==> src/rtl/btVideo_defs.svh <==
`ifndef BT_VIDEO_DEFS_SVH
`define BT_VIDEO_DEFS_SVH

`default_nettype none

// host window, already decoded down to a register index
`define BT_REG_IDX_W 7
`define BT_HOST_DW 16

// layer pixels double as palette indices
`define BT_PIX_W 8

// DAC channels are 6 bits, widened to 8 at the output
`define BT_PAL_CH_W 6
`define BT_PAL_DEPTH 256

// misc control bit that releases the sound CPU
`define BT_MISC_SND_RST 3

`default_nettype wire

`endif

==> src/rtl/btPkg.sv <==
`include "btVideo_defs.svh"

`default_nettype none

package btPkg;

	typedef enum logic [`BT_REG_IDX_W-1:0] {
		REG_P1        = 7'h00,
		REG_P2        = 7'h04,
		REG_P3        = 7'h08,
		REG_DISP_CTRL = 7'h0C,
		REG_STATUS    = 7'h10,
		REG_SW1       = 7'h14,
		REG_PAL_ADDR  = 7'h18, // DAC write address
		REG_PAL_DATA  = 7'h19, // DAC colour bytes, r/g/b
		REG_SND_CMD   = 7'h1C, // command out, response in
		REG_MISC_CTRL = 7'h20
	} hostReg_e;

	// display control bits 9:8
	typedef enum logic [1:0] {
		MIX_SPR_FRONT = 2'd0,
		MIX_BG0_FRONT = 2'd1,
		MIX_SPR_OVER  = 2'd2,
		MIX_BG1_FRONT = 2'd3
	} mixMode_e;

	typedef enum logic [2:0] {
		SND_DATA      = 3'd0,
		SND_CMD_STAT  = 3'd4,
		SND_RESP_STAT = 3'd5
	} sndPort_e;

	typedef struct packed {
		logic                     sel;
		logic                     wr;
		logic                     rd;
		logic [`BT_REG_IDX_W-1:0] regIdx;
		logic [`BT_HOST_DW-1:0]   wdata;
	} hostBus_t;

	typedef struct packed {
		logic       wr;
		logic       rd;
		sndPort_e   port;
		logic [7:0] data;
	} sndBus_t;

	typedef struct packed {
		logic [`BT_PIX_W-1:0] bg0;
		logic [`BT_PIX_W-1:0] bg1;
		logic [`BT_PIX_W-1:0] spr;
	} layerPix_t;

	typedef struct packed {
		logic [`BT_PAL_CH_W-1:0] r;
		logic [`BT_PAL_CH_W-1:0] g;
		logic [`BT_PAL_CH_W-1:0] b;
	} palEntry_t;

	typedef struct packed {
		logic [7:0] r;
		logic [7:0] g;
		logic [7:0] b;
	} rgb_t;

endpackage

`default_nettype wire

==> src/rtl/btSoundLatch.sv <==
`default_nettype none

module btSoundLatch import btPkg::*; (
	input  logic       CLK,
	input  logic       RST_N,
	input  logic       cmdWr,
	input  logic       respRd,
	input  logic [7:0] wrByte,
	input  sndBus_t    snd,
	output logic [7:0] sndRdata,
	output logic       ctrlRdy,
	output logic       respRdy,
	output logic [7:0] respData
);

	logic [7:0] cmdData;
	logic       sndDataRd;
	logic       sndDataWr;

	assign sndDataRd = snd.rd && snd.port == SND_DATA;
	assign sndDataWr = snd.wr && snd.port == SND_DATA;

	always_ff @(posedge CLK or negedge RST_N) begin
		if (!RST_N) begin
			ctrlRdy <= 1'b0;
			respRdy <= 1'b0;
		end else begin
			if (cmdWr)
				ctrlRdy <= 1'b1;
			if (sndDataRd)
				ctrlRdy <= 1'b0; // sound side took the command
			if (respRd)
				respRdy <= 1'b0;
			if (sndDataWr)
				respRdy <= 1'b1; // new response wins over a host read
		end
	end

	always_ff @(posedge CLK) begin
		if (cmdWr)
			cmdData <= wrByte;
		if (sndDataWr)
			respData <= snd.data;
		if (snd.rd) begin
			case (snd.port)
				SND_DATA:      sndRdata <= cmdData;
				SND_CMD_STAT:  sndRdata <= {~ctrlRdy, 7'b0000000}; // low means pending
				SND_RESP_STAT: sndRdata <= {~respRdy, 7'b0000000};
				default:       sndRdata <= 8'h00;
			endcase
		end
	end

	assert property (@(posedge CLK) disable iff (!RST_N) !(snd.rd && snd.wr))
		else $error("btSoundLatch: sound rd and wr together");

endmodule

`default_nettype wire

==> config.mk <==
export PLATFORM = sky130hd
export DESIGN_NAME = btSoundLatch
export DESIGN_NICKNAME = d
export VERILOG_FILES = /design/src/rtl/btPkg.sv /design/src/rtl/btSoundLatch.sv
export VERILOG_INCLUDE_DIRS = /design/src /design/src/rtl
export SDC_FILE = /design/constraint.sdc
export NUM_CORES = 1
export LEC_CHECK = 0
export BUFFER_PORTS_ARGS = -buffer_cell sky130_fd_sc_hd__buf_2
export CORE_AREA = 2 2 42 59
export DETAILED_ROUTE_END_ITERATION = 16
export DIE_AREA = 0 0 44 61
export GPL_ROUTABILITY_DRIVEN = 0
export PLACE_DENSITY = 0.79
export SYNTH_ARGS = -nofsm -noshare
export SYNTH_HDL_FRONTEND = slang
export SYNTH_SLANG_ARGS = --single-unit
==> constraint.sdc <==
create_clock -name CLK -period 1.27 [get_ports CLK]
set_clock_uncertainty 0.15 [all_clocks]
set_input_delay 0.127 -clock CLK [delete_from_list [all_inputs] [get_ports CLK]]
set_output_delay 0.127 -clock CLK [all_outputs]
set_load 0.01 [all_outputs]
==> results.ini <==
[global_routing]
grt_pass1_vias=586
grtUsageTotal_pct=12.4
grt-ovfl-total=0
grt_max_degree=15
grt_pass1_wl_um=2320
grt_antenna_before_repair=0

[route]
avgRoutedWirePerCell_um=12.1
route.antenna.remaining_nets=0
vias=607
drt-initial-drc-count=12
drt_wl_total_um=1640
drc=0
drt-pass1-iter-count=4
via_per_inst=4.46

[die]
coreArea_um2=2150
die_x_um=44
row_count=20
num_io_pins=43
fp.dieH_um=61
start_util_pct=41.9
die_area_um2=2680

[finish]
syn_to_final_growth_pct=55.9
finalCoreUtilization_pct=65.3
nets=140
stdcell_count=136
drive_gt1_share_pct=50.9
antenna_cells=0

[placed_design]
dp.cells=109
hpwl_um=1060
portBuffers=42

[clock_network]
root_buffer=clkbuf_4
clockBufferDepth=2
cts_buffers=3
clock_sinks=26
cts_tree=yes
htree_levels=1
insertion_delay_ns=0.31
clk_pin_slew_ns=0.12

[worst_setup_path]
path_buf_inv=0
cp.arrival_ns=1.10
crit_family=flip-flops
cpMaxStageDelayCell=dfrtp_1
crit_chain=and2b_1, nor3_2, a211oi_1
start_kind=flop
critPathCaptureType=flop
critical_path_class=flop to flop
cp_max_fo=3
worst_path_largest_cell_delay_ns=0.38
cp.required_ns=1.19

[worst_hold_path]
hold_class=primary input to flop

[synthesis]
synth.avg_cell_area_um2=20.5
synth_top_area_share_pct=79.9
syn-cell-area_um2=902
ys_ff_latch=26
synth_edf_count=24
ys.flop_type=edfxtp_1
ys_seq_area_share_pct=85.4
ys_async_sr_fraction_pct=7.69
yosysUniqueCellTypes=14
synth_area_leaders=edfxtp_1 (80%), and2_2 (5.8%), dfrtp_1 (5.5%), nor3_4 (1.8%), a21o_2 (0.97%)
yosysMostFrequentCell=edfxtp_1
synth_top_area_cell=edfxtp_1
synth_cells=44
synth_common_cells=edfxtp_1 (24), and2_2 (7), dfrtp_1 (2)
ys_warn_count=0
synth_nets=69

[sta]
rsz0062_at_grt=no
finalSetupViolations=0
post-route-period-util_pct=92.8
finalCriticalPeriod_ns=1.18
slew_headroom_pct=87.2
worst_hold_slack_ns=0.0413
hold_viol=0
fmax_mhz=848
tns_ns=0
worstMarginPinSlew_ns=0.192
slew_viol_final=0

[power]
power_density_nw_per_um2=1070
vdd_drop_max_v=0.000819
power_leakage_nw=0.611

[flow_run]
drv_cap=0

[status]
status=finished clean

worst reg2reg max path, delay by kind of cell (launching register included):
kind               cells  cell delay (ns)
DFF                    1             0.38
AOI/OAI and AO/OA      1             0.07
and+or+nand+nor        2             0.35
cell families (layout without fill, tap and decap cells):
family	Yosys count	in the layout	share of synthesized area, %
DFF	26	26	85.4
and+or+nand+nor	14	14	11.8
AOI/OAI and AO/OA	3	3	2.36
buffers and inverters	1	71	0.416
final timing paths:
path	start	end	slack, ns	cells after the start
setup / recovery	ctrlRdy	sndRdata[7]	0.09	3
hold / removal	snd[8]	sndRdata[7]	0.04	2
setup reg to reg	ctrlRdy	sndRdata[7]	0.09	3
hold reg to reg	cmdData[2]	sndRdata[2]	0.39	1
max in group asynchronous	RST_N	respRdy	0.34	3
min in group asynchronous	RST_N	ctrlRdy	0.51	3
power breakdown:
group / total, mW / internal (mW) / switching (mW)
Clock: 0.343 / 0.123 / 0.221
Combinational: 0.168 / 0.103 / 0.0653
Sequential: 0.993 / 0.982 / 0.0104
cells in the final DEF, fill, tap and decap left out:
cell type / count
buf_2: 42
edfxtp_1: 24
dlygate4sd3_1: 22
and2_2: 7
clkbuf_4: 3
dfrtp_1: 2
buf_4: 2
nor3_4: 1
nand2b_1: 1
and2b_1: 1
nor2b_1: 1
nor3_2: 1
a211oi_1: 1
and2_4: 1
nor2_1: 1
a21oi_1: 1
inv_1: 1
a21o_2: 1
clkbuf_1: 1
area by class of cell:
cell class	count	area (um2)
inverter	1	3.75
multi-input combinational	17	133
tap	22	27.5
clock buffer	4	26.3
sequential	26	771
timing repair buffer	66	445
fill	161	746
layer usage:
| layer | vias up | part of all wire [%] | global-route usage [%] |
|---|---|---|---|
| met3 | 4 | 5.1 | 2.38 |
| met2 | 20 | 60 | 24.4 |
| met5 | - | 0 | 0 |
| met1 | 279 | 33 | 11.2 |
| li1 | 304 | - | - |
| met4 | 0 | 1.8 | 7.79 |
what timing repair did:
| item | CTS | global route |
|---|---|---|
| gates resized for setup | 0 | 1 |
| setup endpoints to repair | 0 | 1 |
| hold buffers | 21 | 1 |
| endpoints found under the hold margin | 21 | 7 |
| buffers inserted | 0 | 1 |
sequential cells by signal, summed over array words and instances (netlist names):
name,flops
respRdy,1
respData,8
ctrlRdy,1
sndRdata,8
cmdData,8
through the flow:
stage                     setup slack (ns)  instance area, um2  total power [mW]
final                               0.0910                1410              1.50
after global routing                0.0252                1410              1.57
after CTS                           0.0816                1380              1.50
after detailed placement            0.0942                1150              1.12
after global placement               0.140                1150              1.12
after floorplan                     0.0834                 902              1.05
Power figures use the tool's default switching activity.
