File: config.mk
export PLATFORM = sky130hd
export DESIGN_NAME = btPaletteRam
export DESIGN_NICKNAME = d
export VERILOG_FILES = /design/src/rtl/btPkg.sv /design/src/rtl/btPaletteRam.sv
export VERILOG_INCLUDE_DIRS = /design/src /design/src/rtl
export SDC_FILE = /design/constraint.sdc
export NUM_CORES = 2
export LEC_CHECK = 0
export BUFFER_PORTS_ARGS = -buffer_cell sky130_fd_sc_hd__buf_4
export CORE_MARGIN = 4
export CORE_UTILIZATION = 40
export CTS_BUF_LIST = sky130_fd_sc_hd__clkbuf_8
export CTS_CLUSTER_SIZE = 25
export DETAILED_ROUTE_END_ITERATION = 12
export PLACE_DENSITY_LB_ADDON = 0.3
export SYNTH_ARGS = -nofsm -noshare
export SYNTH_HDL_FRONTEND = slang
export SYNTH_MEMORY_MAX_BITS = 65536
export SYNTH_SLANG_ARGS = --single-unit
File: constraint.sdc
create_clock -name CLK -period 3.5 [get_ports CLK]
set_input_delay 0.7 -clock CLK [delete_from_list [all_inputs] [get_ports CLK]]
set_output_delay 0.7 -clock CLK [all_outputs]
set_load 0.01 [all_outputs]
File: src/rtl/btVideo_defs.svh
`ifndef BT_VIDEO_DEFS_SVH
`define BT_VIDEO_DEFS_SVH

`default_nettype none

// host window, already decoded down to a register index
`define BT_REG_IDX_W 7
`define BT_HOST_DW 16

// layer pixels double as palette indices
`define BT_PIX_W 8

// DAC channels are 6 bits, widened to 8 at the output
`define BT_PAL_CH_W 6
`define BT_PAL_DEPTH 256

// misc control bit that releases the sound CPU
`define BT_MISC_SND_RST 3

`default_nettype wire

`endif

File: src/rtl/btPkg.sv
`include "btVideo_defs.svh"

`default_nettype none

package btPkg;

	typedef enum logic [`BT_REG_IDX_W-1:0] {
		REG_P1        = 7'h00,
		REG_P2        = 7'h04,
		REG_P3        = 7'h08,
		REG_DISP_CTRL = 7'h0C,
		REG_STATUS    = 7'h10,
		REG_SW1       = 7'h14,
		REG_PAL_ADDR  = 7'h18, // DAC write address
		REG_PAL_DATA  = 7'h19, // DAC colour bytes, r/g/b
		REG_SND_CMD   = 7'h1C, // command out, response in
		REG_MISC_CTRL = 7'h20
	} hostReg_e;

	// display control bits 9:8
	typedef enum logic [1:0] {
		MIX_SPR_FRONT = 2'd0,
		MIX_BG0_FRONT = 2'd1,
		MIX_SPR_OVER  = 2'd2,
		MIX_BG1_FRONT = 2'd3
	} mixMode_e;

	typedef enum logic [2:0] {
		SND_DATA      = 3'd0,
		SND_CMD_STAT  = 3'd4,
		SND_RESP_STAT = 3'd5
	} sndPort_e;

	typedef struct packed {
		logic                     sel;
		logic                     wr;
		logic                     rd;
		logic [`BT_REG_IDX_W-1:0] regIdx;
		logic [`BT_HOST_DW-1:0]   wdata;
	} hostBus_t;

	typedef struct packed {
		logic       wr;
		logic       rd;
		sndPort_e   port;
		logic [7:0] data;
	} sndBus_t;

	typedef struct packed {
		logic [`BT_PIX_W-1:0] bg0;
		logic [`BT_PIX_W-1:0] bg1;
		logic [`BT_PIX_W-1:0] spr;
	} layerPix_t;

	typedef struct packed {
		logic [`BT_PAL_CH_W-1:0] r;
		logic [`BT_PAL_CH_W-1:0] g;
		logic [`BT_PAL_CH_W-1:0] b;
	} palEntry_t;

	typedef struct packed {
		logic [7:0] r;
		logic [7:0] g;
		logic [7:0] b;
	} rgb_t;

endpackage

`default_nettype wire

File: src/rtl/btPaletteRam.sv
`include "btVideo_defs.svh"

`default_nettype none

module btPaletteRam import btPkg::*; (
	input  logic                 CLK,
	input  logic                 ce,
	input  logic                 palWe,
	input  logic [`BT_PIX_W-1:0] palWaddr,
	input  palEntry_t            palWdata,
	input  logic [`BT_PIX_W-1:0] pixel,
	output rgb_t                 rgb
);

	localparam int CH = `BT_PAL_CH_W;

	palEntry_t palMem [`BT_PAL_DEPTH];
	palEntry_t lookup;

	always_ff @(posedge CLK) begin
		if (palWe && ce)
			palMem[palWaddr] <= palWdata;
	end

	// display port, free running
	always_ff @(posedge CLK) begin
		lookup <= palMem[pixel];
	end

	// repeat the top two bits so full scale stays full scale
	assign rgb.r = {lookup.r, lookup.r[CH-1 -: 2]};
	assign rgb.g = {lookup.g, lookup.g[CH-1 -: 2]};
	assign rgb.b = {lookup.b, lookup.b[CH-1 -: 2]};

endmodule

`default_nettype wire

==> results.md <==
- Core Area: 445000 µm²
- Site row count: ~250
- Overall Power: between 100000 and 150000 µW
- Skew-Pair Late Insertion Delay: between 1 and 1.5 ns
- Sink Count: roughly 4.6k
- DRC: 0
- Detailed Route WL: between 500000 and 600000 µm
- Pins Over Slew Limit: 0
- Post-CTS Resized: 0
- Cts hold-fix bufs: 17
- CTS Buf Count: a little over 700
- Via count: 93.1k
- Cell leakage power: roughly 0.067 µW
- Arrival time worst endpoint: between 4 and 5 ns
- Yosys top cell area share: just under 80%
- Achievable frequency: between 0.2 and 0.3 GHz
- IO Pins: 61
- Vias in the first global route: roughly 94k
- GRT Util Overall: between 20% and 30%
- Setup violators final: 0
- Layout cells sized above 1: approximately a third
- Setup bufs post-CTS: 0
- Post-synth EDFFs: between 4k and 5k
- Worst setup EP type: flop
- Hold violation count in the final report: 0
- YS warnings: 0
- Synth Net Count: just over 8k
- Fin crit period: between 3 and 4 ns
- Clock transition at the registers of the reported paths: around 0.06 ns
- Post-Syn Area per Cell: about 22 µm²
- DIE HEIGHT: just under 700 µm
- Placed cell count: 14.7k
- First-pass GRT wire length: between 700000 and 800000 µm
- Vias per inst: slightly below 6
- Yosys cell types: 65
- Worst setup SP type: input port
- Post-DR wirelength/cell: approximately 31 µm
- Peak VDD IR: approximately 420 µV
- Slew headroom: 5.10%
- Die area: around 460000 µm²
- Die span in x: 676 µm
- Antenna violations before repair: 45
- Critical path class: in -> reg
- Power Density: between 500 and 600 nW/µm²
- PortBufs: 60
- FF/Latch Area: between 100000 and 150000 µm²
- Hpwl dp: between 300000 and 400000 µm
- Synthesized area: 178000 µm²
- Multi-input gate area: ~37000 µm²
- Clock buffer depth: 4
- Crit Path Max Fanout: 13
- Antenna-violating nets left: 0
- GRT Residual Overflow: 0
- #FFs+latches synth: about 4.6k
- Sequential-to-total area share from yosys stat: between 70% and 80%
- Largest net degree at the start of global routing: ~130
- TritonCTS clock tree: done
- Fin nets: 9602
- Tightest Hold Check Type: in -> reg
- FFs w/ async S/R, synth: 0%
- Gate count of the mapped netlist: slightly above 8k
- Slew @ Worst Pin: about 1.4 ns
- Post-synth top area cell: edfxtp_1
- Router iterations before antenna repair: 5
- Data required, critical path: roughly 4.5 ns
- Max Cap Viol: 0
- Leading post-synthesis cells by cell area: edfxtp_1, mux4_2, mux2i_1
- CTS root buf: clkbuf_8
- Post-Layout Cell Count: 16.1k
- Max Clock Skew: between 0.1 and 0.15 ns
- Fill cell count: around 37k
- Fraction of the cycle the final worst path needs: between 90% and 100%
- RSZ-0062 raised after global routing: false
- Initial DRC count: 11.7k
- Initial core utilization: about two fifths
- Ys flop type: edfxtp_1
- Gpl congestion: ~0.90
- Area grow syn2layout: 16.0%
- Outcome: finished clean
- Htree depth: 6
[layout make-up]
class | instances | area share, %
clock inverters | 546 | 1.41
diodes | 24 | 0.0290
well taps | 5928 | 3.58
flip-flops and latches | 4626 | 67.0
repair buffers | 1100 | 5.04
clock buffers | 738 | 4.91
multi-input cells | 3105 | 18.0
inverters | 7 | 0.0193
[worst max-delay path, stage by stage]
cell      delay, ns
buf_4          0.26
buf_4          0.39
nor2_1         0.21
nand2_1        0.49
nor2_1         0.16
buf_12         0.18
a221oi_1       0.41
o21ai_0        0.18
buf_4          0.19
nor3_1         1.02
nor4_1         0.17
[cell families (layout without fill, tap and decap cells)]
group | after synthesis | count (layout) | synth area share, %
AO/OA/AOI/OAI | 799 | 799 | 3.21
buffers and inverters | 506 | 2391 | 1.77
flip-flops | 4626 | 4626 | 77.7
multiplexers | 1545 | 1545 | 15.4
other | 0 | 24 | 0
AND/OR/NAND/NOR | 761 | 761 | 1.92
[cells in the final DEF, fill, tap and decap left out, types with 62 or more instances in the layout]
cell type  synthesis  routed
buf_12             4     156
o21ai_0           69      68
inv_1              7     253
clkinv_1           0     169
a221oi_1          68      68
edfxtp_1        4608    4608
o22ai_1          130     130
buf_4             53     905
mux2_2            79      79
a22oi_1           62      62
nor3_1           117     115
nand2_1          116     115
nor2_1           351     114
clkbuf_8           0     738
nor2_2             0     232
o221ai_1         207     207
mux4_2           947     947
a21oi_1          142     141
mux2i_1          518     518
clkinv_2           0      65
[per-layer routing]
layer	routed length [µm]	global-route usage (%)
met5	42	0
met4	18900	7.85
met3	44700	4.26
met2	240000	34.4
met1	202000	30.2
[path summary, 6_finish.rpt]
| check | endpoint | start | slack [ns] | cells after the start |
|---|---|---|---|---|
| hold reg to reg | rgb[19]$_DFF_P_ | palMem[162][13]$_DFFE_PP_ | 1.09 | 6 |
| setup / recovery | rgb[3]$_DFF_P_ | pixel[5] | 0.11 | 11 |
| hold / removal | palMem[102][12]$_DFFE_PP_ | palWdata[12] | 0.16 | 1 |
| setup reg to reg | rgb[21]$_DFF_P_ | palMem[28][15]$_DFFE_PP_ | 0.31 | 7 |
[synthesized netlist by cell type, drive strengths merged (10+ instances only)]
master	n
nor2	351
nor3	118
a31oi	11
dfxtp	18
mux2i	518
nand4	26
a22oi	62
a221oi	68
nand3	56
clkbuf	203
a21oi	142
a22o	30
mux2	80
edfxtp	4608
o221ai	209
buf	296
mux4	947
o22ai	130
a211oi	20
nor4	35
o21ai	79
a2111oi	10
nor2b	12
nand2	116
[report_power, final]
part           switching (µW)  internal (µW)  leakage (µW)  total, µW
Sequential                123          61000        0.0416      61200
Combinational            3970           2450        0.0178       6420
Clock                   21200          20600       0.00761      41900
Total                   25300          84100        0.0670     109000
[state kept, by name, indices dropped and copies added, names as in the netlist]
register / flops
rgb: 18
palMem: 4608
[metrics by stage]
step	hold WS, ns	setup slack, ns	TNS, ns	util, %	instance area (µm²)
CTS	0.0199	0.317	0	46.5	207000
global route	0.106	0.126	0	46.5	207000
global placement	1.08	-0.988	-9.07	43.6	194000
finish	0.160	0.106	0	46.5	207000
floorplan	0.799	0.540	0	-	178000
detailed placement	1.09	-1.03	-9.16	43.6	194000
No activity file was read; power rests on OpenSTA's default activity.
