--- src/rtl/btVideo_defs.svh ---
`ifndef BT_VIDEO_DEFS_SVH
`define BT_VIDEO_DEFS_SVH

`default_nettype none

// host window, already decoded down to a register index
`define BT_REG_IDX_W 7
`define BT_HOST_DW 16

// layer pixels double as palette indices
`define BT_PIX_W 8

// DAC channels are 6 bits, widened to 8 at the output
`define BT_PAL_CH_W 6
`define BT_PAL_DEPTH 256

// misc control bit that releases the sound CPU
`define BT_MISC_SND_RST 3

`default_nettype wire

`endif

--- src/rtl/btPkg.sv ---
`include "btVideo_defs.svh"

`default_nettype none

package btPkg;

	typedef enum logic [`BT_REG_IDX_W-1:0] {
		REG_P1        = 7'h00,
		REG_P2        = 7'h04,
		REG_P3        = 7'h08,
		REG_DISP_CTRL = 7'h0C,
		REG_STATUS    = 7'h10,
		REG_SW1       = 7'h14,
		REG_PAL_ADDR  = 7'h18, // DAC write address
		REG_PAL_DATA  = 7'h19, // DAC colour bytes, r/g/b
		REG_SND_CMD   = 7'h1C, // command out, response in
		REG_MISC_CTRL = 7'h20
	} hostReg_e;

	// display control bits 9:8
	typedef enum logic [1:0] {
		MIX_SPR_FRONT = 2'd0,
		MIX_BG0_FRONT = 2'd1,
		MIX_SPR_OVER  = 2'd2,
		MIX_BG1_FRONT = 2'd3
	} mixMode_e;

	typedef enum logic [2:0] {
		SND_DATA      = 3'd0,
		SND_CMD_STAT  = 3'd4,
		SND_RESP_STAT = 3'd5
	} sndPort_e;

	typedef struct packed {
		logic                     sel;
		logic                     wr;
		logic                     rd;
		logic [`BT_REG_IDX_W-1:0] regIdx;
		logic [`BT_HOST_DW-1:0]   wdata;
	} hostBus_t;

	typedef struct packed {
		logic       wr;
		logic       rd;
		sndPort_e   port;
		logic [7:0] data;
	} sndBus_t;

	typedef struct packed {
		logic [`BT_PIX_W-1:0] bg0;
		logic [`BT_PIX_W-1:0] bg1;
		logic [`BT_PIX_W-1:0] spr;
	} layerPix_t;

	typedef struct packed {
		logic [`BT_PAL_CH_W-1:0] r;
		logic [`BT_PAL_CH_W-1:0] g;
		logic [`BT_PAL_CH_W-1:0] b;
	} palEntry_t;

	typedef struct packed {
		logic [7:0] r;
		logic [7:0] g;
		logic [7:0] b;
	} rgb_t;

endpackage

`default_nettype wire

--- src/rtl/btPaletteLoader.sv ---
`include "btVideo_defs.svh"

`default_nettype none

module btPaletteLoader import btPkg::*; (
	input  logic                 CLK,
	input  logic                 RST_N,
	input  logic                 ce,
	input  logic                 palAddrWr,
	input  logic                 palDataWr,
	input  logic [7:0]           wrByte,
	output logic                 palWe,
	output logic [`BT_PIX_W-1:0] palWaddr,
	output palEntry_t            palWdata
);

	logic [`BT_PIX_W-1:0]    wAddr;
	logic [1:0]              byteCnt; // 0 red, 1 green, 2 blue
	logic [`BT_PAL_CH_W-1:0] red;
	logic [`BT_PAL_CH_W-1:0] green;

	always_ff @(posedge CLK or negedge RST_N) begin
		if (!RST_N) begin
			wAddr   <= '0;
			byteCnt <= 2'd0;
			palWe   <= 1'b0;
		end else if (ce) begin
			palWe <= 1'b0;
			if (palAddrWr) begin
				wAddr   <= wrByte;
				byteCnt <= 2'd0;
			end else if (palDataWr) begin
				if (byteCnt == 2'd2) begin
					byteCnt <= 2'd0;
					wAddr   <= wAddr + `BT_PIX_W'(1); // auto-increment for the next triple
					palWe   <= 1'b1;
				end else begin
					byteCnt <= byteCnt + 2'd1;
				end
			end
		end
	end

	// DAC takes the low 6 bits of each byte
	always_ff @(posedge CLK) begin
		if (ce && palDataWr) begin
			case (byteCnt)
				2'd0: red <= wrByte[`BT_PAL_CH_W-1:0];
				2'd1: green <= wrByte[`BT_PAL_CH_W-1:0];
				default: begin
					palWaddr <= wAddr;
					palWdata <= {red, green, wrByte[`BT_PAL_CH_W-1:0]};
				end
			endcase
		end
	end

	assert property (@(posedge CLK) disable iff (!RST_N) byteCnt != 2'd3)
		else $error("btPaletteLoader: byte count out of range");

endmodule

`default_nettype wire

--- config.mk ---
export PLATFORM = sky130hd
export DESIGN_NAME = btPaletteLoader
export DESIGN_NICKNAME = d
export VERILOG_FILES = /design/src/rtl/btPkg.sv /design/src/rtl/btPaletteLoader.sv
export VERILOG_INCLUDE_DIRS = /design/src /design/src/rtl
export SDC_FILE = /design/constraint.sdc
export NUM_CORES = 1
export LEC_CHECK = 0
export BUFFER_PORTS_ARGS = -buffer_cell sky130_fd_sc_hd__clkbuf_2
export CAP_MARGIN = 30
export CORE_ASPECT_RATIO = 1.5
export CORE_MARGIN = 8
export CORE_UTILIZATION = 40
export DETAILED_ROUTE_END_ITERATION = 10
export SYNTH_ARGS = -nofsm -noshare
export SYNTH_HDL_FRONTEND = slang
export SYNTH_SLANG_ARGS = --single-unit
export TNS_END_PERCENT = 100
--- constraint.sdc ---
create_clock -name CLK -period 2.35 [get_ports CLK]
set_clock_uncertainty 0.15 [all_clocks]
set_input_delay 0.3525 -clock CLK [delete_from_list [all_inputs] [get_ports CLK]]
set_output_delay 0.3525 -clock CLK [all_outputs]
set_load 0.05 [all_outputs]
==> impl_results.md <==
- DR vias/cell: 5.24
- Critical Path End Type: flip-flop
- Placed cell areas: 2060 um^2
- Total global routing overflow: 0
- Critical path type: flip-flop to flip-flop
- Area contributors post-synth: edfxtp_1 64%, dfrtp_1 15%, a21oi_1 2.0%
- TritonCTS buffer count: 5
- Slowest CP cell: dfrtp_1
- P&R area growth vs syn: 20.4%
- Run status: completed
- Number of global-route vias before repair: 1,074
- Number of I/O port buffers: 39
- DIE HEIGHT: 98 um
- Post-Route WL: 3230 um
- Num ports: 40
- Starting DRT DRC Count: 54
- Post-route setup slack: 694 ps
- Clk pin slew, worst setup/hold paths: 90 ps
- H-tree lvl count: 2
- Drt drc: 0
- Hold WC Path Type: input port to flip-flop
- Ys Warns: 0
- Multi-input gate area: 334 um^2
- Arrival time at the worst endpoint: 1670 ps
- Final Cell Area: 2160 um^2
- Final Cycle Share: 70.5%
- Final Setup Violations: 0
- Most common cell after layout, fill and taps aside: clkbuf_2
- Vias: 1,105
- Min Tclk post-route: 1660 ps
- CP startpoint kind: flip-flop
- Final net count: 176
- Post-Syn Area: 1790 um^2
- Final setup TNS: 0 ps
- Leak: 0.855 nW
- Commonest non-fill, non-tap cells in the layout: 39 x clkbuf_2, 38 x edfxtp_1, 11 x dfrtp_1
- Full die area: 6930 um^2
- CP required: 2360 ps
- Min-delay src: wrByte[1]
- Post-cts repair resize count: 0
- Initial antenna violation count: 0
- Final Hold Slack: 134 ps
- Max cap viols: 0
- Crit-path cells: ha_1 > nand2_1 > or3_1 > xnor2_1 > o221ai_1
- Slew HR: 77.9%
- Fill cell count: 391
- Max FO, Critical Path: 6
- Synthesized Nets: 129
- Reg area: 1420 um^2
- Synthesized area per cell: 15.6 um^2
- Cell variety after synth: 23
- Synthesized flop and latch total: 49
- Pwr per Cell Area: 789 nW/um^2
- RePlAce Congestion: 0.887
- Clock sink count: 49
- Top cell type by total area after synthesis: edfxtp_1
- Starting density of the core: 40.5%
- Max Slew Vio Count: 0
- Non-Filler Instances: 211
- Final hold viol count: 0
- CTS tree: built
- Max VDD drop: 0.303 mV
- TritonRoute pass-1 iters: 4
- First-pass GRT wire length: 5350 um
- Tightest Pin Transition: 332 ps
- Die Wd: 70.7 um
- Sequential area share after synthesis: 79.0%
- Site Rows: 30
- Critical path origin: wAddr[0]$_DFFE_PN0P_
- Area share of the largest cell type after synthesis: 63.6%
- Worst slack, placed: 639 ps
- Post-Synthesis Cells: 115
- Antenna diode count: 0
- Post-route ant nets: 0
- RSZ-0062 raised after global routing: no
- Tot GR Track Use: 9.84%
- Core area: 4430 um^2
- Final HPWL DP: 2470 um
- CP peak stage delay: 430 ps
- Layout cells sized above 1: 31.9%
- Routed len/inst: 15.3 um
- Worst r2r src: wAddr[0]$_DFFE_PN0P_
- Placed instance count: 202
- Largest net degree at the start of global routing: 27
- Maximum buffer depth of the clock tree: 2
- Worst skew pair latency: 300 ps
- Clock Tree Root: clkbuf_8
- Max frequency: 604 MHz
==> registers in the layout, indices dropped and copies added (netlist names) <==
name / count
palWdata: 18
palWaddr: 8
wAddr: 8
green: 6
red: 6
byteCnt: 2
palWe: 1
==> report_power, final <==
group	internal, W	leakage, nW	total, W	switching [W]
registers	0.000996	0.477	0.00105	0.0000510
clock network	0.000206	0.0455	0.000466	0.000260
logic	0.0000672	0.332	0.000191	0.000124
==> worst paths after layout <==
| kind | to | depth (start not counted) | slack, ps |
|---|---|---|---|
| max | wAddr[4]$_DFFE_PN0P_ | 5 | 690 |
| min | palWdata[1]$_DFFE_PP_ | 1 | 130 |
| max reg2reg | wAddr[4]$_DFFE_PN0P_ | 5 | 690 |
| min reg2reg | palWdata[9]$_DFFE_PP_ | 0 | 270 |
| max in group asynchronous | wAddr[4]$_DFFE_PN0P_ | 2 | 1490 |
| min in group asynchronous | wAddr[5]$_DFFE_PN0P_ | 2 | 320 |
==> stage by stage <==
step,power (W),utilization [%]
floorplan,0.00118,-
global placement,0.00125,46.6
detailed placement,0.00126,46.6
CTS,0.00173,48.7
global route,0.00178,48.7
finish,0.00170,48.7
==> final cells by class <==
type | count | area share [%]
multi-input combinational | 54 | 15.5
tap | 48 | 2.78
inverter | 9 | 1.57
timing repair buffer | 43 | 10.6
clock buffer | 5 | 3.19
sequential | 49 | 65.6
clock inverter | 3 | 0.812
==> cell usage after synthesis (all sizes together) <==
master  instances
nand4b          2
a311oi          1
nand4           2
ha              1
o22ai           5
clkbuf          3
nand2           5
or3             1
or2             1
edfxtp         38
nor3            3
xnor2           3
nand3           6
o21ai           2
dfrtp          11
a21oi           7
nor2            9
mux2i           1
o221ai          3
o32ai           1
o31ai           1
inv             9
==> critical path, delay by kind of cell (launching register included) <==
family                     cells  cell delay (ps)
AOI/OAI and AO/OA              1              130
xor gates and xnor gates       1              150
DFF                            1              430
adders and majority gates      1              220
and+or+nand+nor                2              440
==> routing by layer <==
metal	routed length [um]	vias to the layer above	GRT usage, %
met2	1720	42	17.1
met3	277	8	4.21
met1	1130	527	9.32
li1	-	528	-
met5	0	-	0
met4	106	0	5.80
==> cells by family after synthesis <==
| kind of cell | after synthesis | share of synthesized area, % |
|---|---|---|
| mux | 1 | 0.558 |
| buf+inv | 12 | 2.51 |
| compound gates | 20 | 7.12 |
| simple gates | 29 | 8.65 |
| fa+ha+maj | 1 | 0.698 |
| xor+xnor | 3 | 1.47 |
| flops | 49 | 79.0 |
==> timing repair <==
action	CTS	global route
setup buffers	0	0
hold endpoints to repair	11	0
hold buffers	1	0
Power figures use the tool's default switching activity.
