--- src/rtl/btVideo_defs.svh ---
`ifndef BT_VIDEO_DEFS_SVH
`define BT_VIDEO_DEFS_SVH

`default_nettype none

// host window, already decoded down to a register index
`define BT_REG_IDX_W 7
`define BT_HOST_DW 16

// layer pixels double as palette indices
`define BT_PIX_W 8

// DAC channels are 6 bits, widened to 8 at the output
`define BT_PAL_CH_W 6
`define BT_PAL_DEPTH 256

// misc control bit that releases the sound CPU
`define BT_MISC_SND_RST 3

`default_nettype wire

`endif

--- src/rtl/btPkg.sv ---
`include "btVideo_defs.svh"

`default_nettype none

package btPkg;

	typedef enum logic [`BT_REG_IDX_W-1:0] {
		REG_P1        = 7'h00,
		REG_P2        = 7'h04,
		REG_P3        = 7'h08,
		REG_DISP_CTRL = 7'h0C,
		REG_STATUS    = 7'h10,
		REG_SW1       = 7'h14,
		REG_PAL_ADDR  = 7'h18, // DAC write address
		REG_PAL_DATA  = 7'h19, // DAC colour bytes, r/g/b
		REG_SND_CMD   = 7'h1C, // command out, response in
		REG_MISC_CTRL = 7'h20
	} hostReg_e;

	// display control bits 9:8
	typedef enum logic [1:0] {
		MIX_SPR_FRONT = 2'd0,
		MIX_BG0_FRONT = 2'd1,
		MIX_SPR_OVER  = 2'd2,
		MIX_BG1_FRONT = 2'd3
	} mixMode_e;

	typedef enum logic [2:0] {
		SND_DATA      = 3'd0,
		SND_CMD_STAT  = 3'd4,
		SND_RESP_STAT = 3'd5
	} sndPort_e;

	typedef struct packed {
		logic                     sel;
		logic                     wr;
		logic                     rd;
		logic [`BT_REG_IDX_W-1:0] regIdx;
		logic [`BT_HOST_DW-1:0]   wdata;
	} hostBus_t;

	typedef struct packed {
		logic       wr;
		logic       rd;
		sndPort_e   port;
		logic [7:0] data;
	} sndBus_t;

	typedef struct packed {
		logic [`BT_PIX_W-1:0] bg0;
		logic [`BT_PIX_W-1:0] bg1;
		logic [`BT_PIX_W-1:0] spr;
	} layerPix_t;

	typedef struct packed {
		logic [`BT_PAL_CH_W-1:0] r;
		logic [`BT_PAL_CH_W-1:0] g;
		logic [`BT_PAL_CH_W-1:0] b;
	} palEntry_t;

	typedef struct packed {
		logic [7:0] r;
		logic [7:0] g;
		logic [7:0] b;
	} rgb_t;

endpackage

`default_nettype wire

--- src/rtl/btPixelMixer.sv ---
`include "btVideo_defs.svh"

`default_nettype none

module btPixelMixer import btPkg::*; (
	input  logic                 CLK,
	input  logic                 RST_N,
	input  layerPix_t            layers,
	input  logic [2:0]           layerEn, // bg0, bg1, spr from bit 0
	input  mixMode_e             mixMode,
	output logic [`BT_PIX_W-1:0] pixel
);

	logic [`BT_PIX_W-1:0] nextPix;
	logic                 bg0Vis;
	logic                 bg1Vis;
	logic                 sprVis;
	logic                 bg1Hi;
	logic                 sprHi;
	logic                 sprLo;

	assign bg0Vis = |layers.bg0 && layerEn[0];
	assign bg1Vis = |layers.bg1 && layerEn[1];
	assign sprVis = |layers.spr && layerEn[2];
	assign bg1Hi  = layers.bg1[7] && layerEn[1]; // high bank jumps ahead
	assign sprHi  = layers.spr[7] && layerEn[2];
	assign sprLo  = sprVis && !layers.spr[7];

	always_comb begin
		nextPix = '0;
		case (mixMode)
			MIX_SPR_FRONT: begin
				if (sprLo) nextPix = layers.spr;
				else if (bg1Hi) nextPix = layers.bg1;
				else if (sprVis) nextPix = layers.spr;
				else if (bg1Vis) nextPix = layers.bg1;
				else if (layerEn[0]) nextPix = layers.bg0;
			end
			MIX_BG0_FRONT: begin
				if (sprLo) nextPix = layers.spr;
				else if (bg0Vis) nextPix = layers.bg0;
				else if (bg1Hi) nextPix = layers.bg1;
				else if (sprVis) nextPix = layers.spr;
				else if (layerEn[1]) nextPix = layers.bg1;
			end
			MIX_SPR_OVER: begin
				if (sprVis) nextPix = layers.spr;
				else if (bg1Vis) nextPix = layers.bg1;
				else if (layerEn[0]) nextPix = layers.bg0;
			end
			MIX_BG1_FRONT: begin
				if (bg1Hi) nextPix = layers.bg1;
				else if (sprHi) nextPix = layers.spr;
				else if (bg1Vis) nextPix = layers.bg1;
				else if (sprVis) nextPix = layers.spr;
				else if (layerEn[0]) nextPix = layers.bg0;
			end
			default: nextPix = '0;
		endcase
	end

	always_ff @(posedge CLK or negedge RST_N) begin
		if (!RST_N)
			pixel <= '0;
		else
			pixel <= nextPix;
	end

	// nothing enabled means backdrop index 0
	assert property (@(posedge CLK) disable iff (!RST_N) layerEn == 3'b000 |=> pixel == '0)
		else $error("btPixelMixer: pixel leaked with all layers off");

endmodule

`default_nettype wire

--- config.mk ---
export PLATFORM = sky130hd
export DESIGN_NAME = btPixelMixer
export DESIGN_NICKNAME = d
export VERILOG_FILES = /design/src/rtl/btPkg.sv /design/src/rtl/btPixelMixer.sv
export VERILOG_INCLUDE_DIRS = /design/src /design/src/rtl
export SDC_FILE = /design/constraint.sdc
export NUM_CORES = 1
export LEC_CHECK = 0
export ABC_AREA = 1
export BUFFER_PORTS_ARGS = -buffer_cell sky130_fd_sc_hd__clkbuf_2
export CAP_MARGIN = 25
export CORE_UTILIZATION = 40
export CTS_CLUSTER_SIZE = 40
export DETAILED_ROUTE_END_ITERATION = 8
export SYNTH_ARGS = -nofsm -noshare
export SYNTH_HDL_FRONTEND = slang
export SYNTH_SLANG_ARGS = --single-unit
--- constraint.sdc ---
create_clock -name CLK -period 0.8 [get_ports CLK]
set_clock_uncertainty 0.05 [all_clocks]
set_input_delay 0.16 -clock CLK [delete_from_list [all_inputs] [get_ports CLK]]
set_output_delay 0.16 -clock CLK [all_outputs]
set_load 0.02 [all_outputs]
==> qor.csv <==
stage,metric,value,unit
global_route,grt_pass1_wl,11300,um
timing,rsz0062_at_grt,true,
synthesis,netlist_instances,360,
global_route,antenna_found_initial,0,
routing,routed_wl,7590,um
final_layout,nets,500,
timing,hold_violations,0,
floorplan,die_area,4590,sq um
final_layout,reg_top3,pixel x8,
floorplan,io_pins,39,
routing,vias,2817,
timing,relSlewSlack,57.1,%
floorplan,die_h,67.8,um
floorplan,start_util,42.3,%
final_layout,multi_input_area,1610,sq um
synthesis,syn_nets,391,
routing,via_per_inst,5.45,
timing,timing.setup.tns,-5.22,ns
global_route,grt_overflow_total,0,
clock_network,cts_tree,yes,
place,dpl-instance-area,2520,sq um
routing,wl_per_cell,14.7,um
final_layout,register_area,200,sq um
critical_path,start_kind,input pin,
final_layout,area_growth,80.8,%
final_layout,largest_reg_flops,8,
place,place_hpwl,5140,um
pwr,p_leak,1.78,nW
run_status,outcome,"finished, violations left",
synthesis,synth_seq_cells,8,
min_path,hold_path_class,in2async,
clock_network,clock-root-buffer,clkbuf_8,
place,place_ws,-0.812,ns
pwr,peakVddDrop,525,uV
final_layout,diodes,0,
critical_path,cp-end-kind,register,
routing,ant_nets,0,
floorplan,rows,23,
routing,drt_iter0_drc,269,
floorplan,die_x,67.8,um
timing,tightest_slew,0.640,ns
job,maxCapViolCount,0,
timing,finalCriticalPeriod,1.35,ns
timing,fin_crit_sh,169,%
final_layout,final_area,3130,sq um
critical_path,cp_max_fo,8,
pwr,p_per_area,878,nW/um^2
critical_path,critPathLaunch,layers[18],
timing,setup-violations-final,16,
place,place.gp.congestion,0.940,
clock_network,clockBufferDepth,2,
timing,whs,0.262,ns
clock_network,ctsHtreeMaxLevel,1,
synthesis,netlist_area,1730,sq um
timing,finalMaxSlewViolations,0,
clock_network,numCtsBuffers,3,
pwr,p_total,0.00275,W
critical_path,path_class,in2reg,
routing,drcViolationCount,0,
routing,firstDrtPassIters,6,
critical_path,cp.required,0.87,ns
final_layout,nFillCells,325,
critical_path,crit_arrival,1.42,ns
global_route,grt_pass1_vias,2565,
synthesis,synth_cell_types,25,
timing,worst_slack,-0.552,ns
synthesis,yosysWarnings,0,
clock_network,clock_sinks,8,
floorplan,coreArea,4090,sq um
final_layout,drive_gt1_share,42.2,%
synthesis,yosysSeqAreaShare,11.6,%
clock_network,clkSlewWorstSetupHoldPaths,0.04,ns
synthesis,synth.avg_cell_area,4.81,sq um
global_route,grt_start_max_net_pins,14,
place,io_buffers,38,
timing,max_freq,740,MHz
global_route,track_usage,33.0,%
run_status,violations,negative setup slack,
final_layout,largest_register,pixel,
[per-layer routing]
| layer | vias to the layer above | share of wire [%] | track usage (%) |
|---|---|---|---|
| met2 | 179 | 49 | 58.7 |
| met3 | 51 | 8.3 | 4.90 |
| li1 | 1343 | - | - |
| met4 | 0 | 5.0 | 13.3 |
| met1 | 1244 | 38 | 39.2 |
| met5 | - | 0 | 0 |
[repair_timing]
item,4_1_cts,5_1_grt
hold buffers,1,0
gates cloned,1,1
setup endpoints to repair,16,16
endpoints found under the hold margin,8,0
pin swaps,22,46
gates resized for setup,46,86
buffers inserted,5,2
[where the power goes]
part / total (W) / internal (W) / switching, W
registers: 0.000490 / 0.000463 / 0.0000271
logic: 0.00175 / 0.000797 / 0.000949
clock network: 0.000510 / 0.000328 / 0.000182
total: 0.00275 / 0.00159 / 0.00116
[cell usage after synthesis, drive strengths merged]
master	n	area share, %
dfrtp	8	12
a31oi	1	0.36
a21oi	8	2.3
nand4	6	2.2
o21a	1	0.43
a21boi	1	0.43
nor2	56	13
inv	49	11
clkbuf	2	0.43
nand2	157	36
nand3	44	14
o21ai	16	4.8
o211ai	1	0.43
buf	10	4.1
[worst max-delay path: stages]
cell     delay, ns
buf_6         0.10
nor2_4        0.10
nand2_2       0.08
o21a_1        0.24
nor2_4        0.29
nand2_1       0.11
nand2_1       0.09
a21oi_2       0.06
nor2_2        0.12
nand2_1       0.06
[worst max path at each step]
stage,to,cells after the start
floorplan,pixel[2]$_DFF_PN0_,13
global placement,pixel[6]$_DFF_PN0_,14
detailed placement,pixel[1]$_DFF_PN0_,14
CTS,pixel[1]$_DFF_PN0_,14
global route,pixel[3]$_DFF_PN0_,14
finish,pixel[6]$_DFF_PN0_,10
[cells in the final DEF, fill, tap and decap left out, types with 6 or more instances in the layout]
cell type | synthesis | layout
clkbuf_2 | 0 | 17
inv_2 | 5 | 7
nand2_2 | 4 | 18
buf_6 | 0 | 20
o21ai_0 | 14 | 12
nor2_1 | 51 | 37
nand3_1 | 41 | 26
nand2_4 | 2 | 7
nand3_4 | 0 | 6
dfrtp_1 | 8 | 8
nor2_4 | 1 | 12
inv_1 | 44 | 40
nor2_2 | 4 | 7
nand4_1 | 6 | 6
nand2_1 | 151 | 131
buf_4 | 5 | 63
nand3_2 | 3 | 12
buf_8 | 1 | 6
[through the flow]
stage | util (%) | cells
global route | 76.5 | 517
CTS | 69.5 | 515
global placement | 61.8 | 505
floorplan | - | 360
finish | 76.5 | 517
detailed placement | 61.8 | 505
[final cells by class]
class / count / share of cell area [%]
Multi-Input combinational cell: 292 / 51.4
Timing Repair Buffer: 115 / 32.8
Sequential cell: 8 / 6.40
Inverter: 49 / 6.04
Tap cell: 50 / 2.00
Clock buffer: 3 / 1.32
[cell families after synthesis]
family / count (synthesis) / share of synthesized area, %
AO/OA/AOI/OAI: 28 / 8.82
buffers and inverters: 61 / 15.2
flip-flops: 8 / 11.6
AND/OR/NAND/NOR: 263 / 64.4
No activity file was read; power rests on OpenSTA's default activity.
