<file path="config.mk">
export PLATFORM = sky130hd
export DESIGN_NAME = btHostRegs
export DESIGN_NICKNAME = d
export VERILOG_FILES = /design/src/rtl/btPkg.sv /design/src/rtl/btHostRegs.sv
export VERILOG_INCLUDE_DIRS = /design/src /design/src/rtl
export SDC_FILE = /design/constraint.sdc
export NUM_CORES = 1
export LEC_CHECK = 0
export BUFFER_PORTS_ARGS = -buffer_cell sky130_fd_sc_hd__buf_2
export CAP_MARGIN = 25
export CORE_MARGIN = 1
export CORE_UTILIZATION = 31
export CTS_CLUSTER_DIAMETER = 50
export DETAILED_ROUTE_END_ITERATION = 16
export HOLD_SLACK_MARGIN = 0.02
export PLACE_DENSITY = 0.81
export SLEW_MARGIN = 20
export SYNTH_ARGS = -nofsm -noshare
export SYNTH_HDL_FRONTEND = slang
export SYNTH_SLANG_ARGS = --single-unit
</file>
<file path="constraint.sdc">
create_clock -name CLK -period 2.7 [get_ports CLK]
set_clock_uncertainty 0.15 [all_clocks]
set_input_delay 0.675 -clock CLK [delete_from_list [all_inputs] [get_ports CLK]]
set_output_delay 0.675 -clock CLK [all_outputs]
set_load 0.01 [all_outputs]
</file>
<file path="src/rtl/btVideo_defs.svh">
`ifndef BT_VIDEO_DEFS_SVH
`define BT_VIDEO_DEFS_SVH

`default_nettype none

// host window, already decoded down to a register index
`define BT_REG_IDX_W 7
`define BT_HOST_DW 16

// layer pixels double as palette indices
`define BT_PIX_W 8

// DAC channels are 6 bits, widened to 8 at the output
`define BT_PAL_CH_W 6
`define BT_PAL_DEPTH 256

// misc control bit that releases the sound CPU
`define BT_MISC_SND_RST 3

`default_nettype wire

`endif

</file>
<file path="src/rtl/btPkg.sv">
`include "btVideo_defs.svh"

`default_nettype none

package btPkg;

	typedef enum logic [`BT_REG_IDX_W-1:0] {
		REG_P1        = 7'h00,
		REG_P2        = 7'h04,
		REG_P3        = 7'h08,
		REG_DISP_CTRL = 7'h0C,
		REG_STATUS    = 7'h10,
		REG_SW1       = 7'h14,
		REG_PAL_ADDR  = 7'h18, // DAC write address
		REG_PAL_DATA  = 7'h19, // DAC colour bytes, r/g/b
		REG_SND_CMD   = 7'h1C, // command out, response in
		REG_MISC_CTRL = 7'h20
	} hostReg_e;

	// display control bits 9:8
	typedef enum logic [1:0] {
		MIX_SPR_FRONT = 2'd0,
		MIX_BG0_FRONT = 2'd1,
		MIX_SPR_OVER  = 2'd2,
		MIX_BG1_FRONT = 2'd3
	} mixMode_e;

	typedef enum logic [2:0] {
		SND_DATA      = 3'd0,
		SND_CMD_STAT  = 3'd4,
		SND_RESP_STAT = 3'd5
	} sndPort_e;

	typedef struct packed {
		logic                     sel;
		logic                     wr;
		logic                     rd;
		logic [`BT_REG_IDX_W-1:0] regIdx;
		logic [`BT_HOST_DW-1:0]   wdata;
	} hostBus_t;

	typedef struct packed {
		logic       wr;
		logic       rd;
		sndPort_e   port;
		logic [7:0] data;
	} sndBus_t;

	typedef struct packed {
		logic [`BT_PIX_W-1:0] bg0;
		logic [`BT_PIX_W-1:0] bg1;
		logic [`BT_PIX_W-1:0] spr;
	} layerPix_t;

	typedef struct packed {
		logic [`BT_PAL_CH_W-1:0] r;
		logic [`BT_PAL_CH_W-1:0] g;
		logic [`BT_PAL_CH_W-1:0] b;
	} palEntry_t;

	typedef struct packed {
		logic [7:0] r;
		logic [7:0] g;
		logic [7:0] b;
	} rgb_t;

endpackage

`default_nettype wire

</file>
<file path="src/rtl/btHostRegs.sv">
`include "btVideo_defs.svh"

`default_nettype none

module btHostRegs import btPkg::*; (
	input  logic       CLK,
	input  logic       RST_N,
	input  logic       ce,
	input  hostBus_t   host,
	input  logic [7:0] p1,
	input  logic [7:0] p2,
	input  logic [7:0] p3,
	input  logic [7:0] sw1,
	input  logic       service,
	input  logic       ctrlRdy,
	input  logic       respRdy,
	input  logic [7:0] respData,
	output logic [7:0] hostRdata,
	output mixMode_e   mixMode,
	output logic       sndRstN,
	output logic       palAddrWr,
	output logic       palDataWr,
	output logic       cmdWr,
	output logic       respRd,
	output logic [7:0] wrByte
);

	logic hostWr;
	logic hostRd;
	logic dispWr;
	logic miscWr;

	assign hostWr = ce && host.sel && host.wr;
	assign hostRd = ce && host.sel && host.rd;

	assign dispWr    = hostWr && host.regIdx == REG_DISP_CTRL;
	assign palAddrWr = hostWr && host.regIdx == REG_PAL_ADDR;
	assign palDataWr = hostWr && host.regIdx == REG_PAL_DATA;
	assign cmdWr     = hostWr && host.regIdx == REG_SND_CMD;
	assign miscWr    = hostWr && host.regIdx == REG_MISC_CTRL;
	assign respRd    = hostRd && host.regIdx == REG_SND_CMD; // frees the response slot

	assign wrByte = host.wdata[7:0];

	// only the priority field and the sound reset bit are kept
	always_ff @(posedge CLK or negedge RST_N) begin
		if (!RST_N) begin
			mixMode <= MIX_SPR_FRONT;
			sndRstN <= 1'b0;
		end else begin
			if (dispWr)
				mixMode <= mixMode_e'(host.wdata[9:8]);
			if (miscWr)
				sndRstN <= host.wdata[`BT_MISC_SND_RST];
		end
	end

	always_comb begin
		hostRdata = 8'hFF;
		if (host.sel) begin
			case (host.regIdx)
				REG_P1:      hostRdata = p1;
				REG_P2:      hostRdata = p2;
				REG_P3:      hostRdata = p3;
				REG_SW1:     hostRdata = sw1;
				REG_STATUS:  hostRdata = {ctrlRdy, 5'b00000, service, respRdy};
				REG_SND_CMD: hostRdata = respData;
				default:     hostRdata = 8'hFF;
			endcase
		end
	end

	// a host cycle reaches exactly one neighbour
	assert property (@(posedge CLK) disable iff (!RST_N)
		$onehot0({dispWr, palAddrWr, palDataWr, cmdWr, miscWr}))
		else $error("btHostRegs: overlapping write strobes");

endmodule

`default_nettype wire

</file>
==> flow_metrics.py <==
metrics = {
    "drt": {
        "drt-pass1-iter-count": 4,
        "drtIter0Drc": 10,
        "ant_nets": 0,
        "wl_per_cell_um": 12.8,
        "drc": 0,
        "drt-total-wl_um": 2600,
        "routed_via_density": 5.12,
        "via_count": 1035,
    },
    "setup_path": {
        "worstPathRequired_ns": 1.88,
        "critical_path_class": "in2out",
        "cpPeakStageDelay_ns": 0.49,
        "worst-path-max-fanout": 5,
        "cp-start-kind": "input port",
        "cp.arrival_ns": 1.94,
        "endpoint_kind": "primary output",
        "cp_num_buf_inv": 2,
        "path_delay_family": "simple AND/OR/NAND/NOR gates",
        "crit_chain": "buf_8 > or3b_4 > or4b_1 > nand4b_1 > buf_2",
        "cp_slowest_cell": "or4b_1",
    },
    "final_layout": {
        "fin_nets": 248,
        "stdcell_count": 202,
        "utilization_pct": 59.8,
        "num_antenna_cells": 0,
        "syn2layout_area_growth_pct": 75.9,
        "drive_above_1_share_pct": 64.0,
        "nFillCells": 198,
        "regArea_um2": 75.1,
        "multi_input_area_um2": 543,
    },
    "timing": {
        "slew_viol_final": 0,
        "final-setup-viol-count": 6,
        "relSlewSlack_pct": 74.2,
        "fin_crit_sh_pct": 102,
        "period_minus_slack_ns": 2.76,
        "worst_pin_slew_ns": 0.385,
        "hold_viol": 0,
        "rsz0062_at_grt": "yes",
        "fmax_mhz": 362,
        "setup_ws_ns": -0.0637,
    },
    "die": {
        "start_util_pct": 34.0,
        "num_io_pins": 95,
        "core_mm2": 0.00204,
        "fp.dieArea_mm2": 0.00243,
        "die_w_um": 49.3,
        "core.rowCount": 16,
        "die_h_um": 49.3,
    },
    "pwr": {
        "clockPowerShare_pct": 33.0,
        "p_leak_nw": 0.584,
        "ir_drop_v": 0.000256,
        "p_comb_share_pct": 47.6,
        "pwr-share-seq_pct": 19.3,
        "powerDensity_mw_per_mm2": 199,
        "switching_share_pct": 29.8,
        "p_switching_mw": 0.0726,
        "internal-power_mw": 0.171,
    },
    "placed_design": {
        "gp_congestion": 0.775,
        "dpl.cell_count": 197,
        "dpl.hpwl_um": 2180,
        "portBuffers": 74,
    },
    "logic_synthesis": {
        "synth_top_cell_by_area": "mux2_2",
        "synth_top_area_share_pct": 11.4,
        "async_flop_share_pct": 100,
        "synthCells": 89,
        "synthTopCellsByArea": "mux2_2 (11%), dfrtp_1 (11%), a22oi_1 (8.6%), buf_4 (8.6%), nand3_1 (6.5%)",
        "synthesis.nets": 161,
        "ys_top_cells_by_count": "nand3_1 (9), a22oi_1 (8), buf_4 (8)",
        "ys_ff_latch": 3,
        "synth_flop_cell": "dfrtp_1",
        "yosysWarnings": 0,
        "netlist_area_um2": 694,
        "synth_edf_count": 0,
        "yosysSeqAreaShare_pct": 10.8,
        "yosysMostFrequentCell": "nand3_1",
        "syn_area_per_cell_um2": 7.80,
        "synth_cell_types": 35,
    },
    "clock_network": {
        "clockRootBuffer": "clkbuf_4",
        "tritoncts.num_buffers": 3,
        "cts-hold-fix-buffers": 0,
        "cts_buffer_depth": 2,
        "clock_sink_count": 3,
        "clk_pin_slew_worst_paths_ns": 0.04,
        "htreeDepth": 1,
        "cts_tree": "built",
        "clock_latency_ns": 0.23,
    },
    "grt": {
        "grt_max_degree": 11,
        "grtUsageTotal_pct": 22.8,
        "grt_pass1_vias": 1093,
        "antenna_found_initial": 0,
        "grt_first_pass_wirelength_um": 4320,
        "grt_overflow": 0,
    },
    "run_status": {
        "status": "finished with violations",
        "violations": "setup timing",
    },
    "run": {
        "drv_cap": 0,
    },
    "min_path": {
        "hp-class": "in2async",
    },
}
through the flow:
step                      hold slack [ns]  power [mW]  cell area, um^2  TNS [ns]  setup WS (ns)
after floorplan                     0.229       0.101              694         0         0.0443
after detailed placement            0.324       0.158             1160    -0.376        -0.0989
after CTS                          0.0629       0.249             1210    -0.197        -0.0539
final                              0.0761       0.243             1220    -0.185        -0.0637
after global placement              0.319       0.154             1160    -0.160        -0.0644
after global routing               0.0585       0.265             1220    -0.620         -0.103
routing by layer:
| metal | vias to the layer above | wire, um | track usage [%] |
|---|---|---|---|
| met5 | - | 0 | 0 |
| met4 | 0 | 5 | 10.3 |
| met3 | 2 | 218 | 5.92 |
| met2 | 55 | 1360 | 44.5 |
| met1 | 472 | 1010 | 21.7 |
| li1 | 506 | - | - |
path summary, 6_finish.rpt:
| kind | startpoint | end | slack [ns] | cells after the start |
|---|---|---|---|---|
| setup / recovery | host[22] | hostRdata[7] | -0.06 | 5 |
| hold / removal | RST_N | sndRstN | 0.08 | 1 |
| setup reg to reg | mixMode[0] | mixMode[0] | 1.79 | 1 |
| hold reg to reg | sndRstN | sndRstN | 0.34 | 1 |
| max in group asynchronous | RST_N | mixMode[1] | 2.22 | 1 |
| min in group CLK | sndRstN | sndRstN | 0.34 | 1 |
cells in the final DEF (no fill, tap or decap), types with 5 or more instances in the layout:
cell and instances:
buf_2 71, buf_4 20, nand3_1 9, a22oi_1 8, nand2_1 7, mux2_2 7
nor2_1 6, nor3_1 5
registers in the layout, indices dropped and copies added (netlist names):
name,flops
mixMode,2
sndRstN,1
layout make-up:
class	count	share of cell area, %
sequential	3	6.15
tap	27	2.77
multi-input combinational	74	44.5
clock buffer	4	2.15
timing repair buffer	94	44.5
power by group through the flow:
stage / registers (mW) / clock network (mW) / logic [mW]
2_1_floorplan: 0.0481 / 0 / 0.0533
3_5_place_dp: 0.0476 / 0 / 0.110
6_report: 0.0470 / 0.0804 / 0.116
4_1_cts: 0.0470 / 0.0870 / 0.114
5_1_grt: 0.0471 / 0.0913 / 0.127
3_3_place_gp: 0.0475 / 0 / 0.107
cell families after synthesis:
logic type	after synthesis	share of synthesized area, %
DFF	3	10.8
AOI/OAI and AO/OA	15	15.7
buffers and inverters	12	12.3
and+or+nand+nor	47	41.1
muxes	11	18.9
xor gates and xnor gates	1	1.26
what timing repair did:
| action | CTS | global route |
|---|---|---|
| gates cloned | 0 | 0 |
| pin swaps | 3 | 1 |
| setup buffers | 0 | 1 |
| resized for setup | 4 | 2 |
| endpoints found under the setup margin | 8 | 9 |
No activity file was read; power rests on OpenSTA's default activity.
